<file path="config.mk">
export PLATFORM = sky130hd
export DESIGN_NAME = pod_row_sdr
export DESIGN_NICKNAME = d
export VERILOG_FILES = /design/src/link_pkg.sv /design/src/sdr_pkg.sv /design/src/pod_row_sdr.sv /design/src/sdr_downlink.sv /design/src/sdr_link_node.sv /design/src/sdr_uplink.sv /design/src/tag_reset_client.sv
export SDC_FILE = /design/constraint.sdc
export NUM_CORES = 1
export LEC_CHECK = 0
export ABC_AREA = 1
export BUFFER_PORTS_ARGS = -buffer_cell sky130_fd_sc_hd__buf_2
export CAP_MARGIN = 25
export CORE_MARGIN = 10
export CORE_UTILIZATION = 30
export CTS_CLUSTER_SIZE = 20
export DETAILED_ROUTE_END_ITERATION = 12
export SYNTH_ARGS = -nofsm -noshare
export SYNTH_HDL_FRONTEND = slang
export SYNTH_SLANG_ARGS = --single-unit
</file>
<file path="constraint.sdc">
create_clock -name core_clk_i -period 3.5 [get_ports core_clk_i]
set_input_delay 0.525 -clock core_clk_i [delete_from_list [all_inputs] [get_ports core_clk_i]]
set_output_delay 0.525 -clock core_clk_i [all_outputs]
set_load 0.01 [all_outputs]
</file>
<file path="src/link_pkg.sv">
`default_nettype none

package link_pkg;

  parameter int x_cord_width_gp = 4;
  parameter int y_cord_width_gp = 3;
  parameter int addr_width_gp   = 8;
  parameter int data_width_gp   = 16;

  // request packet, 31 bits
  typedef struct packed {
    logic [addr_width_gp-1:0]   addr;
    logic [data_width_gp-1:0]   data;
    logic [x_cord_width_gp-1:0] src_x;
    logic [y_cord_width_gp-1:0] src_y;
  } fwd_packet_s;

  // response packet, 23 bits
  typedef struct packed {
    logic [data_width_gp-1:0]   data;
    logic [x_cord_width_gp-1:0] dst_x;
    logic [y_cord_width_gp-1:0] dst_y;
  } rev_packet_s;

endpackage

`default_nettype wire

</file>
<file path="src/sdr_pkg.sv">
`default_nettype none

package sdr_pkg;

  parameter int num_links_gd            = 3;
  // depth 4
  parameter int lg_fifo_depth_gd        = 2;
  // two packets per token
  parameter int lg_credit_decimation_gd = 1;
  parameter int reset_sync_stages_gd    = 2;

endpackage

`default_nettype wire

</file>
<file path="src/pod_row_sdr.sv">
`timescale 1ns/1ns
`default_nettype none

module pod_row_sdr
  import link_pkg::*;
  import sdr_pkg::*;
  #(parameter int num_links_p = num_links_gd
    , parameter int lg_fifo_depth_p = lg_fifo_depth_gd
    , parameter int lg_credit_decimation_p = lg_credit_decimation_gd
    , parameter int reset_sync_stages_p = reset_sync_stages_gd
  )
  (input  logic core_clk_i
   , input  logic reset_i
   , input  logic tag_en_i
   , input  logic tag_data_i

   , input  logic [x_cord_width_gp-1:0] global_x_i [num_links_p]
   , input  logic [y_cord_width_gp-1:0] global_y_i [num_links_p]
   , output logic [x_cord_width_gp-1:0] core_x_o   [num_links_p]
   , output logic [y_cord_width_gp-1:0] core_y_o   [num_links_p]
   , output logic                       core_reset_o [num_links_p]

   , input  logic        fwd_v_i        [num_links_p]
   , input  fwd_packet_s fwd_data_i     [num_links_p]
   , output logic        fwd_ready_o    [num_links_p]
   , output logic        fwd_v_o        [num_links_p]
   , output fwd_packet_s fwd_data_o     [num_links_p]
   , input  logic        fwd_ready_i    [num_links_p]
   , output logic        io_fwd_v_o     [num_links_p]
   , output fwd_packet_s io_fwd_data_o  [num_links_p]
   , input  logic        io_fwd_token_i [num_links_p]
   , input  logic        io_fwd_v_i     [num_links_p]
   , input  fwd_packet_s io_fwd_data_i  [num_links_p]
   , output logic        io_fwd_token_o [num_links_p]

   , input  logic        rev_v_i        [num_links_p]
   , input  rev_packet_s rev_data_i     [num_links_p]
   , output logic        rev_ready_o    [num_links_p]
   , output logic        rev_v_o        [num_links_p]
   , output rev_packet_s rev_data_o     [num_links_p]
   , input  logic        rev_ready_i    [num_links_p]
   , output logic        io_rev_v_o     [num_links_p]
   , output rev_packet_s io_rev_data_o  [num_links_p]
   , input  logic        io_rev_token_i [num_links_p]
   , input  logic        io_rev_v_i     [num_links_p]
   , input  rev_packet_s io_rev_data_i  [num_links_p]
   , output logic        io_rev_token_o [num_links_p]
  );

  logic client_reset_lo;
  logic [num_links_p-1:0] node_reset_li;

  tag_reset_client #(
    .reset_sync_stages_p (reset_sync_stages_p)
  ) tag_client (
    .core_clk_i    (core_clk_i)
    ,.reset_i      (reset_i)
    ,.tag_en_i     (tag_en_i)
    ,.tag_data_i   (tag_data_i)
    ,.core_reset_o (client_reset_lo)
  );

  for (genvar i = 0; i < num_links_p; i++) begin : link
    // reset hops from node to node
    if (i == 0) begin : head
      assign node_reset_li[i] = client_reset_lo;
    end else begin : chain
      assign node_reset_li[i] = core_reset_o[i-1];
    end

    sdr_link_node #(
      .lg_fifo_depth_p         (lg_fifo_depth_p)
      ,.lg_credit_decimation_p (lg_credit_decimation_p)
    ) node (
      .core_clk_i      (core_clk_i)
      ,.reset_i        (reset_i)
      ,.core_reset_i   (node_reset_li[i])
      ,.core_reset_o   (core_reset_o[i])
      ,.global_x_i     (global_x_i[i])
      ,.global_y_i     (global_y_i[i])
      ,.core_x_o       (core_x_o[i])
      ,.core_y_o       (core_y_o[i])

      ,.fwd_v_i        (fwd_v_i[i])
      ,.fwd_data_i     (fwd_data_i[i])
      ,.fwd_ready_o    (fwd_ready_o[i])
      ,.fwd_v_o        (fwd_v_o[i])
      ,.fwd_data_o     (fwd_data_o[i])
      ,.fwd_ready_i    (fwd_ready_i[i])
      ,.io_fwd_v_o     (io_fwd_v_o[i])
      ,.io_fwd_data_o  (io_fwd_data_o[i])
      ,.io_fwd_token_i (io_fwd_token_i[i])
      ,.io_fwd_v_i     (io_fwd_v_i[i])
      ,.io_fwd_data_i  (io_fwd_data_i[i])
      ,.io_fwd_token_o (io_fwd_token_o[i])

      ,.rev_v_i        (rev_v_i[i])
      ,.rev_data_i     (rev_data_i[i])
      ,.rev_ready_o    (rev_ready_o[i])
      ,.rev_v_o        (rev_v_o[i])
      ,.rev_data_o     (rev_data_o[i])
      ,.rev_ready_i    (rev_ready_i[i])
      ,.io_rev_v_o     (io_rev_v_o[i])
      ,.io_rev_data_o  (io_rev_data_o[i])
      ,.io_rev_token_i (io_rev_token_i[i])
      ,.io_rev_v_i     (io_rev_v_i[i])
      ,.io_rev_data_i  (io_rev_data_i[i])
      ,.io_rev_token_o (io_rev_token_o[i])
    );
  end

endmodule

`default_nettype wire

</file>
<file path="src/sdr_downlink.sv">
`timescale 1ns/1ns
`default_nettype none

module sdr_downlink
  import sdr_pkg::*;
  #(parameter type payload_t = logic
    , parameter int lg_fifo_depth_p = lg_fifo_depth_gd
    , parameter int lg_credit_decimation_p = lg_credit_decimation_gd
  )
  (input  logic     core_clk_i
   , input  logic     reset_i
   , input  logic     io_v_i
   , input  payload_t io_data_i
   , output logic     io_token_o
   , output logic     v_o
   , output payload_t data_o
   , input  logic     ready_i
  );

  localparam int depth_lp = 2**lg_fifo_depth_p;
  localparam int ptr_width_lp = lg_fifo_depth_p + 1;
  localparam int cnt_width_lp = (lg_credit_decimation_p > 0) ? lg_credit_decimation_p : 1;
  localparam logic [cnt_width_lp-1:0] cnt_last_lp =
    cnt_width_lp'(2**lg_credit_decimation_p - 1);

  payload_t mem_r [depth_lp];
  logic [ptr_width_lp-1:0] wr_ptr_r;
  logic [ptr_width_lp-1:0] rd_ptr_r;
  logic [cnt_width_lp-1:0] drain_cnt_r;
  logic token_r;
  logic deq;

  // sender credits keep this from overflowing
  always_ff @(posedge core_clk_i) begin
    if (io_v_i) begin
      mem_r[wr_ptr_r[lg_fifo_depth_p-1:0]] <= io_data_i;
    end
  end

  assign v_o    = (wr_ptr_r != rd_ptr_r);
  assign data_o = mem_r[rd_ptr_r[lg_fifo_depth_p-1:0]];
  assign deq    = v_o & ready_i;

  always_ff @(posedge core_clk_i) begin
    if (reset_i) begin
      wr_ptr_r <= '0;
      rd_ptr_r <= '0;
    end else begin
      if (io_v_i) begin
        wr_ptr_r <= wr_ptr_r + ptr_width_lp'(1);
      end
      if (deq) begin
        rd_ptr_r <= rd_ptr_r + ptr_width_lp'(1);
      end
    end
  end

  // one token per full batch drained
  always_ff @(posedge core_clk_i) begin
    if (reset_i) begin
      drain_cnt_r <= '0;
      token_r     <= 1'b0;
    end else begin
      token_r <= deq & (drain_cnt_r == cnt_last_lp);
      if (deq) begin
        if (drain_cnt_r == cnt_last_lp) begin
          drain_cnt_r <= '0;
        end else begin
          drain_cnt_r <= drain_cnt_r + cnt_width_lp'(1);
        end
      end
    end
  end

  assign io_token_o = token_r;

endmodule

`default_nettype wire

</file>
<file path="src/sdr_link_node.sv">
`timescale 1ns/1ns
`default_nettype none

module sdr_link_node
  import link_pkg::*;
  import sdr_pkg::*;
  #(parameter int lg_fifo_depth_p = lg_fifo_depth_gd
    , parameter int lg_credit_decimation_p = lg_credit_decimation_gd
  )
  (input  logic core_clk_i
   , input  logic reset_i

   , input  logic core_reset_i
   , output logic core_reset_o

   , input  logic [x_cord_width_gp-1:0] global_x_i
   , input  logic [y_cord_width_gp-1:0] global_y_i
   , output logic [x_cord_width_gp-1:0] core_x_o
   , output logic [y_cord_width_gp-1:0] core_y_o

   // forward, core side
   , input  logic        fwd_v_i
   , input  fwd_packet_s fwd_data_i
   , output logic        fwd_ready_o
   , output logic        fwd_v_o
   , output fwd_packet_s fwd_data_o
   , input  logic        fwd_ready_i

   // forward, io side
   , output logic        io_fwd_v_o
   , output fwd_packet_s io_fwd_data_o
   , input  logic        io_fwd_token_i
   , input  logic        io_fwd_v_i
   , input  fwd_packet_s io_fwd_data_i
   , output logic        io_fwd_token_o

   // reverse, core side
   , input  logic        rev_v_i
   , input  rev_packet_s rev_data_i
   , output logic        rev_ready_o
   , output logic        rev_v_o
   , output rev_packet_s rev_data_o
   , input  logic        rev_ready_i

   // reverse, io side
   , output logic        io_rev_v_o
   , output rev_packet_s io_rev_data_o
   , input  logic        io_rev_token_i
   , input  logic        io_rev_v_i
   , input  rev_packet_s io_rev_data_i
   , output logic        io_rev_token_o
  );

  // one register stage per node on the reset chain
  always_ff @(posedge core_clk_i) begin
    if (reset_i) begin
      core_reset_o <= 1'b1;
      core_x_o     <= '0;
      core_y_o     <= '0;
    end else begin
      core_reset_o <= core_reset_i;
      core_x_o     <= global_x_i;
      core_y_o     <= global_y_i;
    end
  end

  sdr_uplink #(
    .payload_t               (fwd_packet_s)
    ,.lg_fifo_depth_p        (lg_fifo_depth_p)
    ,.lg_credit_decimation_p (lg_credit_decimation_p)
  ) fwd_up (
    .core_clk_i   (core_clk_i)
    ,.reset_i     (reset_i)
    ,.v_i         (fwd_v_i)
    ,.data_i      (fwd_data_i)
    ,.ready_o     (fwd_ready_o)
    ,.io_v_o      (io_fwd_v_o)
    ,.io_data_o   (io_fwd_data_o)
    ,.io_token_i  (io_fwd_token_i)
  );

  sdr_downlink #(
    .payload_t               (fwd_packet_s)
    ,.lg_fifo_depth_p        (lg_fifo_depth_p)
    ,.lg_credit_decimation_p (lg_credit_decimation_p)
  ) fwd_down (
    .core_clk_i   (core_clk_i)
    ,.reset_i     (reset_i)
    ,.io_v_i      (io_fwd_v_i)
    ,.io_data_i   (io_fwd_data_i)
    ,.io_token_o  (io_fwd_token_o)
    ,.v_o         (fwd_v_o)
    ,.data_o      (fwd_data_o)
    ,.ready_i     (fwd_ready_i)
  );

  sdr_uplink #(
    .payload_t               (rev_packet_s)
    ,.lg_fifo_depth_p        (lg_fifo_depth_p)
    ,.lg_credit_decimation_p (lg_credit_decimation_p)
  ) rev_up (
    .core_clk_i   (core_clk_i)
    ,.reset_i     (reset_i)
    ,.v_i         (rev_v_i)
    ,.data_i      (rev_data_i)
    ,.ready_o     (rev_ready_o)
    ,.io_v_o      (io_rev_v_o)
    ,.io_data_o   (io_rev_data_o)
    ,.io_token_i  (io_rev_token_i)
  );

  sdr_downlink #(
    .payload_t               (rev_packet_s)
    ,.lg_fifo_depth_p        (lg_fifo_depth_p)
    ,.lg_credit_decimation_p (lg_credit_decimation_p)
  ) rev_down (
    .core_clk_i   (core_clk_i)
    ,.reset_i     (reset_i)
    ,.io_v_i      (io_rev_v_i)
    ,.io_data_i   (io_rev_data_i)
    ,.io_token_o  (io_rev_token_o)
    ,.v_o         (rev_v_o)
    ,.data_o      (rev_data_o)
    ,.ready_i     (rev_ready_i)
  );

endmodule

`default_nettype wire

</file>
<file path="src/sdr_uplink.sv">
`timescale 1ns/1ns
`default_nettype none

module sdr_uplink
  import sdr_pkg::*;
  #(parameter type payload_t = logic
    , parameter int lg_fifo_depth_p = lg_fifo_depth_gd
    , parameter int lg_credit_decimation_p = lg_credit_decimation_gd
  )
  (input  logic     core_clk_i
   , input  logic     reset_i
   , input  logic     v_i
   , input  payload_t data_i
   , output logic     ready_o
   , output logic     io_v_o
   , output payload_t io_data_o
   , input  logic     io_token_i
  );

  localparam int depth_lp = 2**lg_fifo_depth_p;
  localparam int ptr_width_lp = lg_fifo_depth_p + 1;
  localparam int credit_width_lp = ((lg_fifo_depth_p > lg_credit_decimation_p)
    ? lg_fifo_depth_p : lg_credit_decimation_p) + 1;
  localparam logic [credit_width_lp-1:0] credit_init_lp = credit_width_lp'(depth_lp);
  localparam logic [credit_width_lp-1:0] token_credits_lp =
    credit_width_lp'(2**lg_credit_decimation_p);

  payload_t mem_r [depth_lp];
  logic [ptr_width_lp-1:0] wr_ptr_r;
  logic [ptr_width_lp-1:0] rd_ptr_r;
  logic [credit_width_lp-1:0] credit_r;
  logic empty;
  logic full;
  logic enq;
  logic deq;

  assign empty = (wr_ptr_r == rd_ptr_r);
  // same slot, writer one lap ahead
  assign full = (wr_ptr_r[lg_fifo_depth_p] != rd_ptr_r[lg_fifo_depth_p])
    && (wr_ptr_r[lg_fifo_depth_p-1:0] == rd_ptr_r[lg_fifo_depth_p-1:0]);

  assign ready_o = ~full;
  assign enq = v_i & ~full;
  // send only with data and credit
  assign deq = ~empty & (credit_r != '0);

  assign io_v_o    = deq;
  assign io_data_o = mem_r[rd_ptr_r[lg_fifo_depth_p-1:0]];

  always_ff @(posedge core_clk_i) begin
    if (enq) begin
      mem_r[wr_ptr_r[lg_fifo_depth_p-1:0]] <= data_i;
    end
  end

  always_ff @(posedge core_clk_i) begin
    if (reset_i) begin
      wr_ptr_r <= '0;
      rd_ptr_r <= '0;
    end else begin
      if (enq) begin
        wr_ptr_r <= wr_ptr_r + ptr_width_lp'(1);
      end
      if (deq) begin
        rd_ptr_r <= rd_ptr_r + ptr_width_lp'(1);
      end
    end
  end

  // a token returns a whole batch of credits
  always_ff @(posedge core_clk_i) begin
    if (reset_i) begin
      credit_r <= credit_init_lp;
    end else begin
      case ({io_token_i, deq})
        2'b10:   credit_r <= credit_r + token_credits_lp;
        2'b01:   credit_r <= credit_r - credit_width_lp'(1);
        2'b11:   credit_r <= credit_r + token_credits_lp - credit_width_lp'(1);
        default: credit_r <= credit_r;
      endcase
    end
  end

endmodule

`default_nettype wire

</file>
<file path="src/tag_reset_client.sv">
`timescale 1ns/1ns
`default_nettype none

module tag_reset_client
  import sdr_pkg::*;
  #(parameter int reset_sync_stages_p = reset_sync_stages_gd)
  (input  logic core_clk_i
   , input  logic reset_i
   , input  logic tag_en_i
   , input  logic tag_data_i
   , output logic core_reset_o
  );

  typedef enum logic {e_wait_start, e_take_data} tag_state_e;

  tag_state_e state_r;
  logic data_r;
  logic new_r;
  logic reset_word_r;
  logic [reset_sync_stages_p-1:0] sync_r;

  // start bit, then one data bit
  always_ff @(posedge core_clk_i) begin
    if (reset_i) begin
      state_r <= e_wait_start;
      new_r   <= 1'b0;
    end else begin
      new_r <= 1'b0;
      if (!tag_en_i) begin
        state_r <= e_wait_start;
      end else if (state_r == e_wait_start) begin
        if (tag_data_i) begin
          state_r <= e_take_data;
        end
      end else begin
        state_r <= e_wait_start;
        new_r   <= 1'b1;
      end
    end
  end

  always_ff @(posedge core_clk_i) begin
    if (tag_en_i && (state_r == e_take_data)) begin
      data_r <= tag_data_i;
    end
  end

  // cores held in reset until a word arrives
  always_ff @(posedge core_clk_i) begin
    if (reset_i) begin
      reset_word_r <= 1'b1;
    end else if (new_r) begin
      reset_word_r <= data_r;
    end
  end

  always_ff @(posedge core_clk_i) begin
    if (reset_i) begin
      sync_r <= '1;
    end else begin
      sync_r[0] <= reset_word_r;
      for (int i = 1; i < reset_sync_stages_p; i++) begin
        sync_r[i] <= sync_r[i-1];
      end
    end
  end

  assign core_reset_o = sync_r[reset_sync_stages_p-1];

endmodule

`default_nettype wire

</file>
After elaboration in Yosys (flattened, before gate mapping):

Memories as Yosys holds them, arrays and structs flattened. A register that Yosys moved wholly into a read port is not among the register bits.
Cells that the tools add are included.

* flip-flop bits (word level): 132
* RAM bits: 1296
* input port bits: 373
* output and inout port bits: 372
* logic and storage cells: 278
* memories: 12

* add/sub/neg operators: 48
* equal/unequal tests: 42
* multiplexer cells: 62
* bitwise logic cells: 37
* reductions and logical operators: 21

Memory list
* link[0].node.fwd_down.mem_r: words 4, bits a word 31, read ports 1, clocked after memory_dff 1, write ports 1, RTL line sdr_downlink.sv:26 `payload_t mem_r [depth_lp];`
* link[0].node.fwd_up.mem_r: words 4, bits a word 31, read ports 1, clocked after memory_dff 1, write ports 1, RTL line sdr_uplink.sv:28 `payload_t mem_r [depth_lp];`
* link[1].node.fwd_down.mem_r: words 4, bits a word 31, read ports 1, clocked after memory_dff 1, write ports 1, RTL line sdr_downlink.sv:26
* link[1].node.fwd_up.mem_r: words 4, bits a word 31, read ports 1, clocked after memory_dff 1, write ports 1, RTL line sdr_uplink.sv:28
* link[2].node.fwd_down.mem_r: words 4, bits a word 31, read ports 1, clocked after memory_dff 1, write ports 1, RTL line sdr_downlink.sv:26
* link[2].node.fwd_up.mem_r: words 4, bits a word 31, read ports 1, clocked after memory_dff 1, write ports 1, RTL line sdr_uplink.sv:28
* 6 more memories

Operators with widths (number)
* $add A3 B1 Y3 const B: 24
* $pmux W3 S3: 6
* $mux W2: 24
* $reduce_bool A3 Y1: 12
* $sub A3 B1 Y3 const B: 12
* $mux W1: 32
* $and A1 B1 Y1: 24
* $eq A2 B2 Y1 const B: 12
* $add A3 B2 Y3 const B: 6
* $eq A3 B3 Y1: 6
* $ne A3 B3 Y1: 6
* $not A1 Y1: 13
* $eq A2 B1 Y1 const B: 6
* $eq A2 B2 Y1: 6
* $logic_and A1 B1 Y1: 7
* $add A1 B1 Y1 const B: 6
* $ne A1 B1 Y1: 6
* $reduce_or A3 Y1: 1
* $reduce_or A2 Y1: 1

Depth between registers and ports, before layout:

* word-level depth: 6
* mapped depth: 14
* depth with buffers taken out: 13

Modules after synthesis:

Synthesis repeated with hierarchy kept, for this count alone.

* cell total of the unflattened synthesis: 4170
* area, all modules: 55657.1 um^2

Modules (own cells, without submodules)
* sdr_downlink (link[0].node.rev_down ...): instances 3, cells each 287, area each 3868.7 um^2, sequential area each 2962.8 um^2
* sdr_downlink (link[1].node.fwd_down ...): instances 2, cells each 365, area each 5047.3 um^2, sequential area each 3923.8 um^2
* sdr_uplink (link[0].node.rev_up ...): instances 2, cells each 313, area each 4080.2 um^2, sequential area each 2982.9 um^2
* sdr_uplink (link[1].node.fwd_up): instances 1, cells each 391, area each 5273.8 um^2, sequential area each 3943.8 um^2
* sdr_uplink (link[2].node.fwd_up): instances 1, cells each 391, area each 5233.8 um^2, sequential area each 3943.8 um^2
* sdr_uplink (link[0].node.fwd_up): instances 1, cells each 390, area each 5227.5 um^2, sequential area each 3943.8 um^2
* sdr_downlink (link[0].node.fwd_down): instances 1, cells each 365, area each 5044.8 um^2, sequential area each 3923.8 um^2
* sdr_uplink (link[1].node.rev_up): instances 1, cells each 318, area each 4061.4 um^2, sequential area each 2982.9 um^2
* sdr_link_node: instances 3, cells each 26, area each 255.2 um^2, sequential area each 160.2 um^2
* tag_reset_client: instances 1, cells each 20, area each 188.9 um^2, sequential area each 130.1 um^2

Least setup slack after synthesis:

OpenSTA, ideal clock, no wires.

* kind: register -> register
* from: register link[0].node.fwd_up.wr_ptr_r[0]
* to: memory link[0].node.fwd_up.mem_r[3][0] (netlist name), enable pin
* library setup time: 0.422 ns
* data arrival time: 2.194 ns
* data required time: 3.078 ns
* slack: 0.884 ns
* cell stages (with the launch flop): 7
* path buffers: 0
* clock period less this slack: 2.616 ns
* path through: dfxtp_1 inv_1 nand2_1 nand2_1 nand4_1 nand2_1 nor2_1

* word-level cells in the longest chain between the ends: 6

Ends and longest elaborated chain
* start: declaration: RTL line sdr_uplink.sv:29 `logic [ptr_width_lp-1:0] wr_ptr_r;`
* start signal: assignment: RTL line sdr_uplink.sv:62 `wr_ptr_r <= wr_ptr_r + ptr_width_lp'(1);`
* $eq A2 B2 Y1: RTL line sdr_uplink.sv:40 `&& (wr_ptr_r[lg_fifo_depth_p-1:0] == rd_ptr_r[lg_fifo_depth_p-1:0]);`
* $logic_and A1 B1 Y1: RTL line sdr_uplink.sv:40
* $not A1 Y1
* via link[0].node.fwd_ready_o: RTL line sdr_link_node.sv:24 `, output logic fwd_ready_o`
* $and A1 B1 Y1: RTL line sdr_uplink.sv:43 `assign enq = v_i & ~full;`
* $mux W1: RTL line sdr_uplink.sv:51 `if (enq) begin`
* $mux W1 (implied by the code): RTL line sdr_uplink.sv:52 `mem_r[wr_ptr_r[lg_fifo_depth_p-1:0]] <= data_i;`
* end: declaration: RTL line sdr_uplink.sv:28

The timed path passes the listed nets, and every way through them passes these cells.

==> results_dict.tcl <==
set metrics [dict create \
    crit_slowest_cell "clkinv_1" \
    finalCritPeriodShare_pct 91.8 \
    clock-sinks 1452 \
    overflow 0 \
    holdWs_ps 104 \
    rsz0062_at_grt "false" \
    cts_made_buffers 156 \
    critPathMaxFanout 34 \
    ctsResizeCount 0 \
    drive_above_1_share_pct 21.0 \
    cp_slowest_stage_delay_ps 650 \
    max_slew_margin_pct 40.0 \
    period_minus_slack_ps 3210 \
    async_reset_ff_share_pct 0 \
    vias 36367 \
    grt_pass1_vias 35647 \
    reg2reg_from "link[1].node.fwd_down.wr_ptr_r[0]" \
    ys_types 37 \
    yosysSeqAreaShare_pct 76.7 \
    fin_cells 7718 \
    cts_tree "yes" \
    path_clk_slew_ps 60 \
    via_per_inst 4.71 \
    antenna_found_initial 34 \
    required_ps 2970 \
    syn_area_um2 54900 \
    dp_hpwl_um 103000 \
    hold_buffers 355 \
    p_per_area_nw_per_um2 695 \
    synth_edf_count 1297 \
    dr.pass1.iters 7 \
    ys_ff_latch 1452 \
    cp_top_family "buffers and inverters" \
    num_rows 156 \
    fin_nets 5626 \
    cp.depth 5 \
    die_h_um 448 \
    status "completed" \
    start_util_pct 30.3 \
    synth_warnings 0 \
    crit_path_end "fwd_data_o[43]" \
    synth_ff_type "edfxtp_1" \
    synth_common_cells "1297 x edfxtp_1, 740 x nor2_1, 722 x o21ai_0" \
    placed_area_um2 61400 \
    gp_congestion 0.863 \
    insertion_delay_ps 810 \
    track_usage_pct 14.9 \
    port_buffers 744 \
    reg2reg_to "link[1].node.fwd_down.mem_r[2][24]" \
    maxCapViolations 0 \
    syn-num-nets 4506 \
    clockRootBuffer "clkbuf_16" \
    crit_type "reg -> out" \
    cts_max_level 4 \
    end_kind "output port" \
    leakage_nw 25.3 \
    final_antenna_net_count 0 \
    post_cts_buffers 0 \
    avgRoutedWirePerCell_um 20.2 \
    post-place-ws_ps 1120 \
    reg2reg_depth 5 \
    yosys.area.top_type "edfxtp_1" \
    cts_buffer_depth 3 \
    dieArea_um2 200000 \
    drcViolationCount 0 \
    hold_violations 0 \
    crit_arrival_ps 2690 \
    tns_ps 0 \
    fmax_mhz 311 \
    crit_path_cell_trace "clkinv_1 > buf_12 > o21ai_0 > o22ai_1 > buf_2" \
    ir_worst_vdd_mv 0.530 \
    grt_pass1_wl_um 227000 \
    core_um2 181000 \
    synthTopCellsByArea "edfxtp_1 71%, o21ai_0 6.6%, dfxtp_1 5.7%" \
    die_x_um 448 \
    startpoint_type "flop" \
    grt_max_degree 63 \
    syn2layout_area_growth_pct 27.7 \
    r2r_slack_ps 1220 \
    slew_viol_final 0 \
    worst_pin_slew_ps 898 \
    stdcell_area_um2 70000 \
    setup_slack_ps 286 \
    drt_iter0_drc 2829 \
    boundaryPins 745 \
    avgSynthCellArea_um2 13.5 \
    skew_ps 21.4 \
    path_buf_inv 3 \
    syn_inst 4067 \
    wirelength_um 156000 \
    setup-violations-final 0 \
    synth_top_area_share_pct 71.0 \
    hp-class "in -> reg" \
    placed_cells 7044 \
    yosysMostFrequentCell "edfxtp_1" \
]
==> metrics by stage <==
stage          power, mW  utilization (%)
6_report            48.7             38.6
5_1_grt             51.0             38.6
4_1_cts             49.3             38.6
3_5_place_dp        32.8             33.9
3_3_place_gp        32.7             33.9
2_1_floorplan       27.5                -
==> layout by cell type (no fill, tap or decap), types with 6 or more instances in the layout <==
cell type / count
clkinv_1: 53
inv_1: 159
clkbuf_8: 8
nand2_1: 128
nand4_1: 7
nor2_4: 10
edfxtp_1: 1297
nor3_1: 6
a211oi_1: 10
buf_4: 96
clkinv_2: 20
xnor2_1: 28
buf_2: 744
o21ai_0: 722
diode_2: 29
nand3_1: 33
nor2_2: 14
bufinv_16: 9
clkbuf_16: 158
inv_6: 8
xor2_1: 14
ha_1: 66
clkbuf_1: 39
nand3b_1: 6
a21oi_1: 80
nor2_1: 717
dfxtp_1: 151
o22ai_1: 324
clkinv_4: 6
dlygate4sd3_1: 355
==> logic make-up (layout without fill, tap and decap cells) <==
family / count (synthesis) / after routing / synth area share [%]
flip-flops: 1452 / 1452 / 76.7
XOR/XNOR: 42 / 42 / 0.671
AND/OR/NAND/NOR: 940 / 940 / 6.73
other: 0 / 29 / 0
buffers and inverters: 423 / 1675 / 3.15
adder cells (fa/ha/maj): 66 / 66 / 1.51
AO/OA/AOI/OAI: 1144 / 1144 / 11.3
==> sequential cells by signal (all words and copies together), names as in the netlist, 9 cells and up, named ones only <==
signal	flops
link.node.fwd_down.mem_r	372
link.node.fwd_up.mem_r	372
link.node.rev_down.mem_r	276
link.node.rev_up.mem_r	276
link.node.core_x_o	12
link.node.core_y_o	9
link.node.fwd_down.rd_ptr_r	9
link.node.fwd_down.wr_ptr_r	9
link.node.fwd_up.credit_r	9
link.node.fwd_up.rd_ptr_r	9
link.node.fwd_up.wr_ptr_r	9
link.node.rev_down.rd_ptr_r	9
link.node.rev_down.wr_ptr_r	9
link.node.rev_up.credit_r	9
link.node.rev_up.rd_ptr_r	9
link.node.rev_up.wr_ptr_r	9
==> tightest hold or removal path: stages <==
cell and delay (ps):
buf_2 120, nand2_4 120, a21oi_1 80
==> cell type report <==
class | count | area, µm²
flip-flops and latches | 1452 | 42100
clock inverters | 85 | 777
multi-input cells | 2192 | 11200
clock buffers | 205 | 4210
inverters | 186 | 699
fillers | 16883 | 111000
diodes | 29 | 72.6
well taps | 2370 | 2970
repair buffers | 1199 | 8080
==> layer usage <==
layer	GRT usage [%]	routed length [µm]	part of all wire, %
met1	16.8	57900	37
met2	25.9	80000	51
met3	3.19	8780	5.6
met4	8.60	9050	5.8
met5	0	0	0
==> worst min-delay path by stage <==
stage	start	end	depth (start not counted)
2_1_floorplan	tag_client.reset_word_r	tag_client.sync_r[0]	2
3_3_place_gp	tag_client.sync_r[1]	link[0].node.core_reset_o	1
3_5_place_dp	tag_client.sync_r[1]	link[0].node.core_reset_o	1
4_1_cts	fwd_v_i[1]	link[1].node.fwd_up.wr_ptr_r[1]	3
5_1_grt	fwd_v_i[1]	link[1].node.fwd_up.wr_ptr_r[0]	3
6_report	fwd_v_i[1]	link[1].node.fwd_up.wr_ptr_r[1]	3
==> where the power goes <==
part	internal, mW	leakage [nW]	total, mW	switching (mW)
clock network	9.20	2.42	16.0	6.81
logic	3.89	9.67	12.1	8.19
registers	20.1	13.2	20.6	0.521
total	33.2	25.3	48.7	15.5
Note: power is estimated with default switching activity, not from simulation.
